<file path="src/design/regPkg.sv">
package regPkg;

  // --------------------
  // widths
  // --------------------
  localparam int dataWidth = 32;
  localparam int tagWidth  = 4;
  localparam int nameWidth = 5;

  localparam int checkpointSlots = 4; // depth of each line's rename ring

  // --------------------
  // types
  // --------------------
  typedef logic [dataWidth-1:0] dataT;
  typedef logic [tagWidth-1:0]  tagT;
  typedef logic [nameWidth-1:0] nameT;
  typedef logic [1:0]           ptrT; // indexes slots 0 to 3

  // a slot holding tagFree means the committed value is current
  localparam tagT  tagFree  = '0;
  localparam dataT dataFree = '0;

endpackage

</file>
<file path="src/design/checkpointCtrl.sv">
`timescale 1ns/1ps

module checkpointCtrl (
  input  logic        clk,
  input  logic        rst,
  input  logic        rdy,
  input  logic        branchDeeper,
  input  logic        branchFree,
  input  logic        misTaken,
  output regPkg::ptrT headPtr,
  output regPkg::ptrT tailPtr,
  output logic        goDeeper,
  output logic        rollBack,
  output logic        checkpointFull
);

  regPkg::ptrT count;
  logic        headAdvance;

  // --------------------
  // occupancy and strobe qualification
  // --------------------
  assign count = tailPtr - headPtr; // ring distance, wraps with the 2-bit pointers
  assign checkpointFull = (count == regPkg::ptrT'(regPkg::checkpointSlots - 1));

  // a misprediction overrides both other strobes in the same cycle
  assign rollBack    = rdy & misTaken;
  assign goDeeper    = rdy & branchDeeper & ~misTaken & ~checkpointFull;
  assign headAdvance = rdy & branchFree & ~misTaken & (count != '0);

  // --------------------
  // ring pointers
  // --------------------
  always_ff @(posedge clk) begin
    if (rst) begin
      headPtr <= '0;
      tailPtr <= '0;
    end else begin
      if (headAdvance) begin
        headPtr <= headPtr + 1'b1; // oldest checkpoint resolved
      end
      if (rollBack) begin
        tailPtr <= headPtr; // back to the oldest checkpoint
      end else if (goDeeper) begin
        tailPtr <= tailPtr + 1'b1;
      end
    end
  end

  // the dispatcher must stall branches while the ring is full
  noDeeperWhenFull: assert property (
    @(posedge clk) disable iff (rst)
    (rdy && branchDeeper && !misTaken) |-> !checkpointFull
  ) else $error("branchDeeper while checkpointFull");

endmodule

</file>
<file path="config.mk">
export PLATFORM = sky130hd
export DESIGN_NAME = checkpointCtrl
export DESIGN_NICKNAME = d
export VERILOG_FILES = /design/src/design/regPkg.sv /design/src/design/checkpointCtrl.sv
export SDC_FILE = /design/constraint.sdc
export NUM_CORES = 1
export LEC_CHECK = 0
export ABC_AREA = 1
export BUFFER_PORTS_ARGS = -buffer_cell sky130_fd_sc_hd__buf_4
export CORE_AREA = 2 2 39 41
export DETAILED_ROUTE_END_ITERATION = 6
export DIE_AREA = 0 0 41 43
export HOLD_SLACK_MARGIN = 0.06
export PLACE_DENSITY_LB_ADDON = 0.05
export SLEW_MARGIN = 15
export SYNTH_ARGS = -nofsm -noshare
export SYNTH_HDL_FRONTEND = slang
export SYNTH_SLANG_ARGS = --single-unit
</file>
<file path="constraint.sdc">
create_clock -name clk -period 1.6 [get_ports clk]
set_input_delay 0.16 -clock clk [delete_from_list [all_inputs] [get_ports clk]]
set_output_delay 0.16 -clock clk [all_outputs]
set_load 0.01 [all_outputs]
</file>
## Word level (Yosys, flattened, before mapping)

Cells that the tools add are included.

| word-level totals | value |
|---|---|
| register bits | 4 |
| bits of input ports | 6 |
| output and inout bits | 7 |
| word-level logic and storage cells | 19 |

| operators by class | value |
|---|---|
| $add $sub $neg | 3 |
| equal/unequal tests | 1 |
| mux-type cells | 2 |
| bitwise logic cells | 9 |
| reduce and logical (&&, ||, !) cells | 2 |

Operators with widths:

| operator | count |
|---|---|
| bitwise AND 1 bit | 7 |
| adder 2 x 1 -> 2 bit, second input constant | 2 |
| 2-to-1 mux 2 bit | 2 |
| nonzero test 2 bit | 2 |
| equality test 2 bit, second input constant | 1 |
| NOT 1 bit | 2 |
| subtractor 2 bit | 1 |

## Longest topological paths before layout

Gate-level depths: netlist of run 1.

| logic depth | value |
|---|---|
| depth in word-level cells | 6 |
| mapped depth | 9 |
| mapped depth without buffers | 9 |

## Worst setup path after synthesis of run 1

No wires, ideal clock.

| path | value |
|---|---|
| kind | reg2reg |
| from | register tailPtr[0] |
| to | register tailPtr[1] |
| setup time | 0.115 ns |
| data arrival time | 1.166 ns |
| required time | 1.485 ns |
| slack | 0.319 ns |
| cell stages (with the launch flop) | 9 |
| buffers on the path | 0 |
| clock period less this slack | 1.281 ns |
| path through | dfxtp_1 > inv_1 > ha_1 > inv_1 > nand3_2 > nand2_2 > nand2_2 > nand2_1 > a21oi_2 |

| on the way | value |
|---|---|
| cells in the longest elaborated chain, start to end | 5 |
| elaborated cells on any way between the ends | 8 |
| classes of those cells | add/sub (2); eq/ne (1); mux (2); bitwise (2); reduce/logical (1) |

Ends and longest elaborated chain:

| element | RTL line | RTL |
|---|---|---|
| start: declaration | checkpointCtrl.sv:11 | `output regPkg::ptrT tailPtr,` |
| start signal: assignment | checkpointCtrl.sv:43 | `tailPtr <= headPtr;` |
| start signal: assignment | checkpointCtrl.sv:45 | `tailPtr <= tailPtr + 1'b1;` |
| subtractor 2 bit | checkpointCtrl.sv:23 | `assign count = tailPtr - headPtr;` |
| equality test 2 bit | checkpointCtrl.sv:24 | `assign checkpointFull = (count == regPkg::ptrT'(regPkg::checkpointSlots - 1));` |
| NOT 1 bit | checkpointCtrl.sv:28 | `assign goDeeper = rdy & branchDeeper & ~misTaken & ~checkpointFull;` |
| bitwise AND 1 bit | checkpointCtrl.sv:28 |  |
| nonzero test 2 bit (no line) | n/a |  |

Parallel ways exist; a longest one is shown, timed or not. The select of a mux whose other input is x is not followed.
A chain may end at the register's enable or synchronous reset.

## Final worst setup path of run 1

| path | value |
|---|---|
| from | register tailPtr[0] |
| to | output port goDeeper |

| on the way | value |
|---|---|
| cells in the longest elaborated chain, start to end | 4 |

Ends and longest elaborated chain:

| element | RTL line | RTL |
|---|---|---|
| subtractor 2 bit | checkpointCtrl.sv:23 |  |
| equality test 2 bit | checkpointCtrl.sv:24 |  |
| NOT 1 bit | checkpointCtrl.sv:28 |  |
| bitwise AND 1 bit | checkpointCtrl.sv:28 |  |
| end: declaration | checkpointCtrl.sv:12 | `output logic goDeeper,` |

Every way passes these cells.

==> results of run 1 <==
[power breakdown]
part | leakage [µW] | internal (µW) | switching [µW] | total [µW]
Clock | 0.0000138 | 83.6 | 37.4 | 121
Sequential | 0.0000334 | 105 | 5.44 | 111
Combinational | 0.000194 | 36.8 | 40.8 | 77.6
Total | 0.000241 | 226 | 83.6 | 309
[synthesized netlist by cell type]
cell | count | area [µm²]
a21oi_1 | 3 | 15.0
dfxtp_1 | 4 | 80.1
xor2_1 | 1 | 8.76
nand2_1 | 12 | 45.0
a21oi_2 | 2 | 17.5
ha_1 | 1 | 12.5
nor2_1 | 2 | 7.51
nand3_2 | 3 | 30.0
nand2_2 | 6 | 37.5
inv_2 | 1 | 3.75
nand3_1 | 3 | 15.0
inv_1 | 8 | 30.0
nor3_1 | 1 | 5.00
o21ai_0 | 1 | 5.00
[layer usage]
metal  track usage (%)  vias to the layer above
met2              14.7                       11
met5                 0                        -
met3              6.81                        0
met1              12.2                      144
li1                  -                      183
met4              4.00                        0
[flip-flops by register name, summed over array words and instances, names as in the netlist]
register	cells
tailPtr	2
headPtr	2
[cells by family after synthesis]
logic type / count (synthesis) / share of synthesized area (%)
compound gates: 6 / 12.0
xor+xnor: 1 / 2.80
fa+ha+maj: 1 / 4.00
buf+inv: 9 / 10.8
flops: 4 / 25.6
simple gates: 27 / 44.8
[worst min-delay path by stage]
| stage | from | to | slack (ns) | depth (start not counted) |
|---|---|---|---|---|
| final | rst | tailPtr[0] | 0.11 | 2 |
| after global routing | rst | tailPtr[0] | 0.09 | 2 |
| after CTS | rst | tailPtr[0] | 0.10 | 2 |
| after detailed placement | rst | tailPtr[0] | 0.35 | 2 |
| after global placement | rst | tailPtr[0] | 0.36 | 2 |
| after floorplan | rst | tailPtr[0] | 0.22 | 1 |
[through the flow]
stage | worst slack, ns | power, µW | cell area, µm² | instances | hold slack [ns]
after global routing | 0.0318 | 339 | 468 | 80 | 0.0938
final | 0.150 | 309 | 468 | 80 | 0.107
after global placement | 0.203 | 185 | 423 | 76 | 0.356
after CTS | 0.0103 | 311 | 447 | 79 | 0.101
after floorplan | 0.319 | 155 | 313 | 48 | 0.222
after detailed placement | 0.222 | 184 | 423 | 76 | 0.354
[what timing repair did]
item,in CTS,in global routing
endpoints found under the setup margin,1,1
buffers inserted,0,1
hold endpoints to repair,0,0
gates resized for setup,1,3
[area by class of cell]
class / count / area [µm²]
Clock buffer: 3 / 22.5
Fill cell: 158 / 916
Inverter: 9 / 33.8
Multi-Input combinational cell: 35 / 211
Sequential cell: 4 / 82.6
Tap cell: 16 / 20.0
Timing Repair Buffer: 13 / 97.6
==> run summary, run 1 <==
post-synthesis cell count: 48
Synth warnings: 0
vias: 338
# Max-Cap Violations: 0
CP required: 1.44 ns
Nets: 73
R2R Setup Slk: 0.28 ns
Crit path arrival time: 1.29 ns
CP delay by family, top: flip-flops
Startpoint Class: register
DRC errors left: 0
flops & latches, synth: 4
worst vdd ir: 377 µV
Tcrit/Tclk final: 90.6%
crit-path max cell delay: 0.35 ns
gpl congestion: 0.666
Yosys cell types: 14
hold bufs inserted after CTS: 0
outcome: finished clean
DR top layer: met3
RR Endpoint: tailPtr[0]
largest net degree at the start of global routing: 6
vias in the first global route: 338
CTS H-tree depth: 1
CP Launch Point: tailPtr[0]
effective utilization at floorplan: 22.6%
Max stage delay cell, worst path: dfxtp_2
Clock Skew: 0.00161 ns
CTS tree: built
boundary pin count: 13
sequential share of the synthesized area: 25.6%
Fmax achieved: 0.690 GHz
reg2reg path depth: 10
Core Area: 1380 µm²
post-route met1 wirelength: 319 µm
FP Rows: 14
Buffers on Ports: 12
Clock transition at path regs: 0.03 ns
most used cell, CP: inv_1
crit-path cells: inv_2 -> ha_4 -> inv_1 -> nand3_2 -> nand2_2 -> inv_1 -> buf_4
CP Capture Point: goDeeper
drt wl/cell: 8.94 µm
Crit path depth: 7
post-route ant nets: 0
area grow syn2layout: 49.6%
Avg Cell Area, Syn: 6.52 µm²
LEAKAGE: 0.000241 µW
GRT Overall Usage: 10.4%
Slew headroom: 82.0%
FF-to-FF Start: tailPtr[0]
die height: 43 µm
Antenna diodes: 0
Cell Area, Synth: 313 µm²
clk buf depth: 2
layout cells sized above 1: 50.0%
worst path bufs/invs: 4
die width: 41 µm
antenna violations before repair: 0
Final Max Tran Viols: 0
Root Driver: clkbuf_4
min Tclk post-route: 1.45 ns
Pwr Density: 661 nW/µm²
WL met2: 341 µm
Hold Crit Class: input pin to register
Clk Latency, worst-skew pair: 0.23 ns
Final Hold Viols: 0
RSZ-0062 raised after global routing: false
Final setup viols: 0
GRT overflow: 0
TritonCTS buffer count: 3
Syn Nets: 55
most common cell after layout, fill and taps aside: buf_4
Core Util, Final: 33.8%
final wirelength: 715 µm
TritonRoute pass-1 iters: 2
most frequent cells in the layout: buf_4 (13), nand2_1 (12), inv_1 (7)
Tightest Pin Transition: 0.270 ns
Setup TNS Final: 0 ns
Vias/cell: 4.23
first-pass GRT wire length: 1240 µm
dpl hpwl: 575 µm
1st-iter DRT viols: 2
crit end category: primary output
metal3 WL: 54 µm
critical setup path kind: register to primary output
critical path peak fanout: 3
clock sink count: 4
Die ar.: 1760 µm²
No activity file was read; power rests on OpenSTA's default activity.
==> inputs of run 2 (changes only) <==
- ABC_AREA: 1 -> unset
==> run 2 against run 1 <==
Effect of this change: critical path depth is 1 lower; via count is 18% higher; die area stayed put; non-clock buffer count is 6 higher; area after synthesis is 11% higher; first-iteration DRC count grew to 3.0 times the previous value; routed wire length is 45% higher; sequential power is 23% higher; utilization is 6.1 points higher; total power is 100% higher; sequential cell count stayed put; largest power group is now combinational logic; highest routed layer is now met4.
==> run summary, run 2 <==
Antenna diodes: 0 (unchanged)
# Max-Cap Violations: 0 (unchanged)
die width: 41 µm (unchanged)
Commonest cells post-synth: dfxtp_1 (4), nor2_1 (4), nand3b_1 (3)
boundary pin count: 13 (unchanged)
Fmax achieved: 0.652 GHz (-5.4%)
most frequent cells in the layout: buf_4 (19), nand3b_1 (3), nor2_1 (3), clkbuf_4 (3)
drt wl/cell: 13.6 µm (+53%)
critical setup path kind: register to primary output
TritonCTS buffer count: 3 (unchanged)
Cell Area, Synth: 347 µm² (+11%)
clock sink count: 4 (unchanged)
asr flop ratio synth: 0% (unchanged)
crit-path cells: inv_2 -> ha_4 -> xnor3_2 -> nor2_4 -> nor2_1 -> buf_4
RSZ-0062 raised after global routing: false
dpl hpwl: 768 µm (+34%)
Max stage delay cell, worst path: dfxtp_4
min Tclk post-route: 1.53 ns (+0.0832 ns)
final wirelength: 1040 µm (+45%)
Tightest Pin Transition: 0.188 ns (-0.0816 ns)
Slew headroom: 87.4% (+5.4 points)
critical path peak fanout: 4 (+1)
Clock Skew: 0.00220 ns (+0.000591 ns)
largest cells by area after synthesis: dfxtp_1 (23%), nand3b_1 (6.5%), xnor3_1 (6.5%)
crit end category: primary output
1st-iter DRT viols: 6 (+4)
hold bufs inserted after CTS: 0 (unchanged)
post-synthesis cell count: 39 (-19%)
area grow syn2layout: 59.6%
pre-CTS WS: 0.0751 ns (-0.147 ns)
vias: 398 (+18%)
Setup WS post-layout: 0.0668 ns (-0.0832 ns)
outcome: finished clean
effective utilization at floorplan: 25.0% (+2.4 points)
FP Rows: 14 (unchanged)
DRC errors left: 0 (unchanged)
number of synthesized flops with an enable pin: 0 (unchanged)
Total Power: 618 µW (+100%)
sequential share of the synthesized area: 23.1% (-2.5 points)
Final setup viols: 0 (unchanged)
Setup TNS Final: 0 ns (unchanged)
clk buf depth: 2 (unchanged)
gpl congestion: 0.717 (+7.7%)
CP delay by family, top: flip-flops
worst path bufs/invs: 2 (-2)
Final Max Tran Viols: 0 (unchanged)
GRT overflow: 0 (unchanged)
dpl cells: 71 (-6.6%)
Tcrit/Tclk final: 95.8% (+5.2 points)
Clock transition at path regs: 0.04 ns (about the same)
Nets: 69 (-5.5%)
CP required: 1.44 ns (about the same)
TritonRoute pass-1 iters: 4 (+2)
die height: 43 µm (unchanged)
Largest regs: headPtr: 2 flops, tailPtr: 2 flops
Pwr Density: 1120 nW/µm² (+69%)
post-synthesis adder-cell area fraction: 3.61% (-0.39 points)
crit-path max cell delay: 0.33 ns (-0.02 ns)
CTS H-tree depth: 1 (unchanged)
most common cell after layout, fill and taps aside: buf_4
LEAKAGE: 0.000249 µW (+3.3%)
Avg Cell Area, Syn: 8.89 µm² (+36%)
Syn Nets: 46 (-16%)
Root Driver: clkbuf_4
flops & latches, synth: 4 (unchanged)
Die ar.: 1760 µm² (unchanged)
Hold Crit Class: input pin to register
multiplexer area fraction after synthesis: 2.89% (+2.9 points)
Final Hold Viols: 0 (unchanged)
Buffers on Ports: 12 (unchanged)
Crit path arrival time: 1.37 ns (+0.08 ns)
post-synthesis simple-gate area fraction: 39.7% (-5.1 points)
Main synth FF type: dfxtp_1
non-filler instance count after layout: 76 (-5.0%)
post-synth top area cell: dfxtp_1
Yosys cell types: 25 (+11)
largest family of logic cells by synthesized area: simple AND/OR/NAND/NOR gates
Synth Area in Compound Gates: 18.1% (+6.1 points)
GRT Overall Usage: 13.1% (+2.6 points)
Post-Synth XOR/XNOR Area: 9.03% (+6.2 points)
post-route ant nets: 0 (unchanged)
Startpoint Class: register
first-pass GRT wire length: 1540 µm (+25%)
largest net degree at the start of global routing: 10 (+4)
worst vdd ir: 550 µV (+46%)
Synth warnings: 0 (unchanged)
Core Area: 1380 µm² (unchanged)
top cell type's share of synthesized area: 23.1% (-2.5 points)
vias in the first global route: 379 (+12%)
Clk Latency, worst-skew pair: 0.24 ns (about the same)
CTS tree: built
Vias/cell: 5.24 (+24%)
layout cells sized above 1: 48.3% (-1.7 points)
antenna violations before repair: 0 (unchanged)
[run 2: logic make-up (layout without fill, tap and decap cells)]
family	count (synthesis)	after routing
AOI/OAI and AO/OA	8	8
xor gates and xnor gates	2	2
adders and majority gates	1	1
buffers and inverters	3	24
DFF	4	4
muxes	1	1
and+or+nand+nor	20	20
[run 2: cell type report]
cell class              count  area, µm²
inverters                   2       7.51
well taps                  16       20.0
clock buffers               3       22.5
fillers                   147        831
flip-flops and latches      4       85.1
multi-input cells          32        275
repair buffers             19        143
[run 2: per-stage QoR]
step	area, µm²	util (%)	hold slack, ns
after floorplan	348	-	0.229
after global placement	490	35.4	0.387
after detailed placement	490	35.4	0.391
after CTS	542	39.2	0.142
after global routing	553	40.0	0.169
final	553	40.0	0.150
[run 2: power breakdown]
| part | internal (µW) | switching, µW | total [µW] |
|---|---|---|---|
| combinational | 181 | 172 | 353 |
| sequential | 121 | 15.4 | 137 |
| clock | 84.1 | 44.3 | 128 |
| total | 386 | 232 | 618 |
[run 2: what timing repair did]
item | in CTS | in global routing
buffers inserted | 2 | 0
resized for setup | 6 | 2
endpoints found under the setup margin | 2 | 1
cloned | 0 | 0
pin swaps | 2 | 1
[run 2: final timing paths]
check | from | to | slack [ns] | depth (start not counted)
min | rst | headPtr[1] | 0.15 | 2
min reg2reg | headPtr[1] | headPtr[1] | 0.66 | 3
max | tailPtr[0] | goDeeper | 0.07 | 6
max reg2reg | tailPtr[0] | headPtr[0] | 0.12 | 5
[run 2: per-layer routing]
layer | global-route usage (%) | up-vias | wire, µm
met1 | 15.5 | 183 | 404
li1 | - | 199 | -
met5 | 0 | - | 0
met3 | 3.14 | 2 | 68
met2 | 20.0 | 14 | 548
met4 | 8.00 | 0 | 15
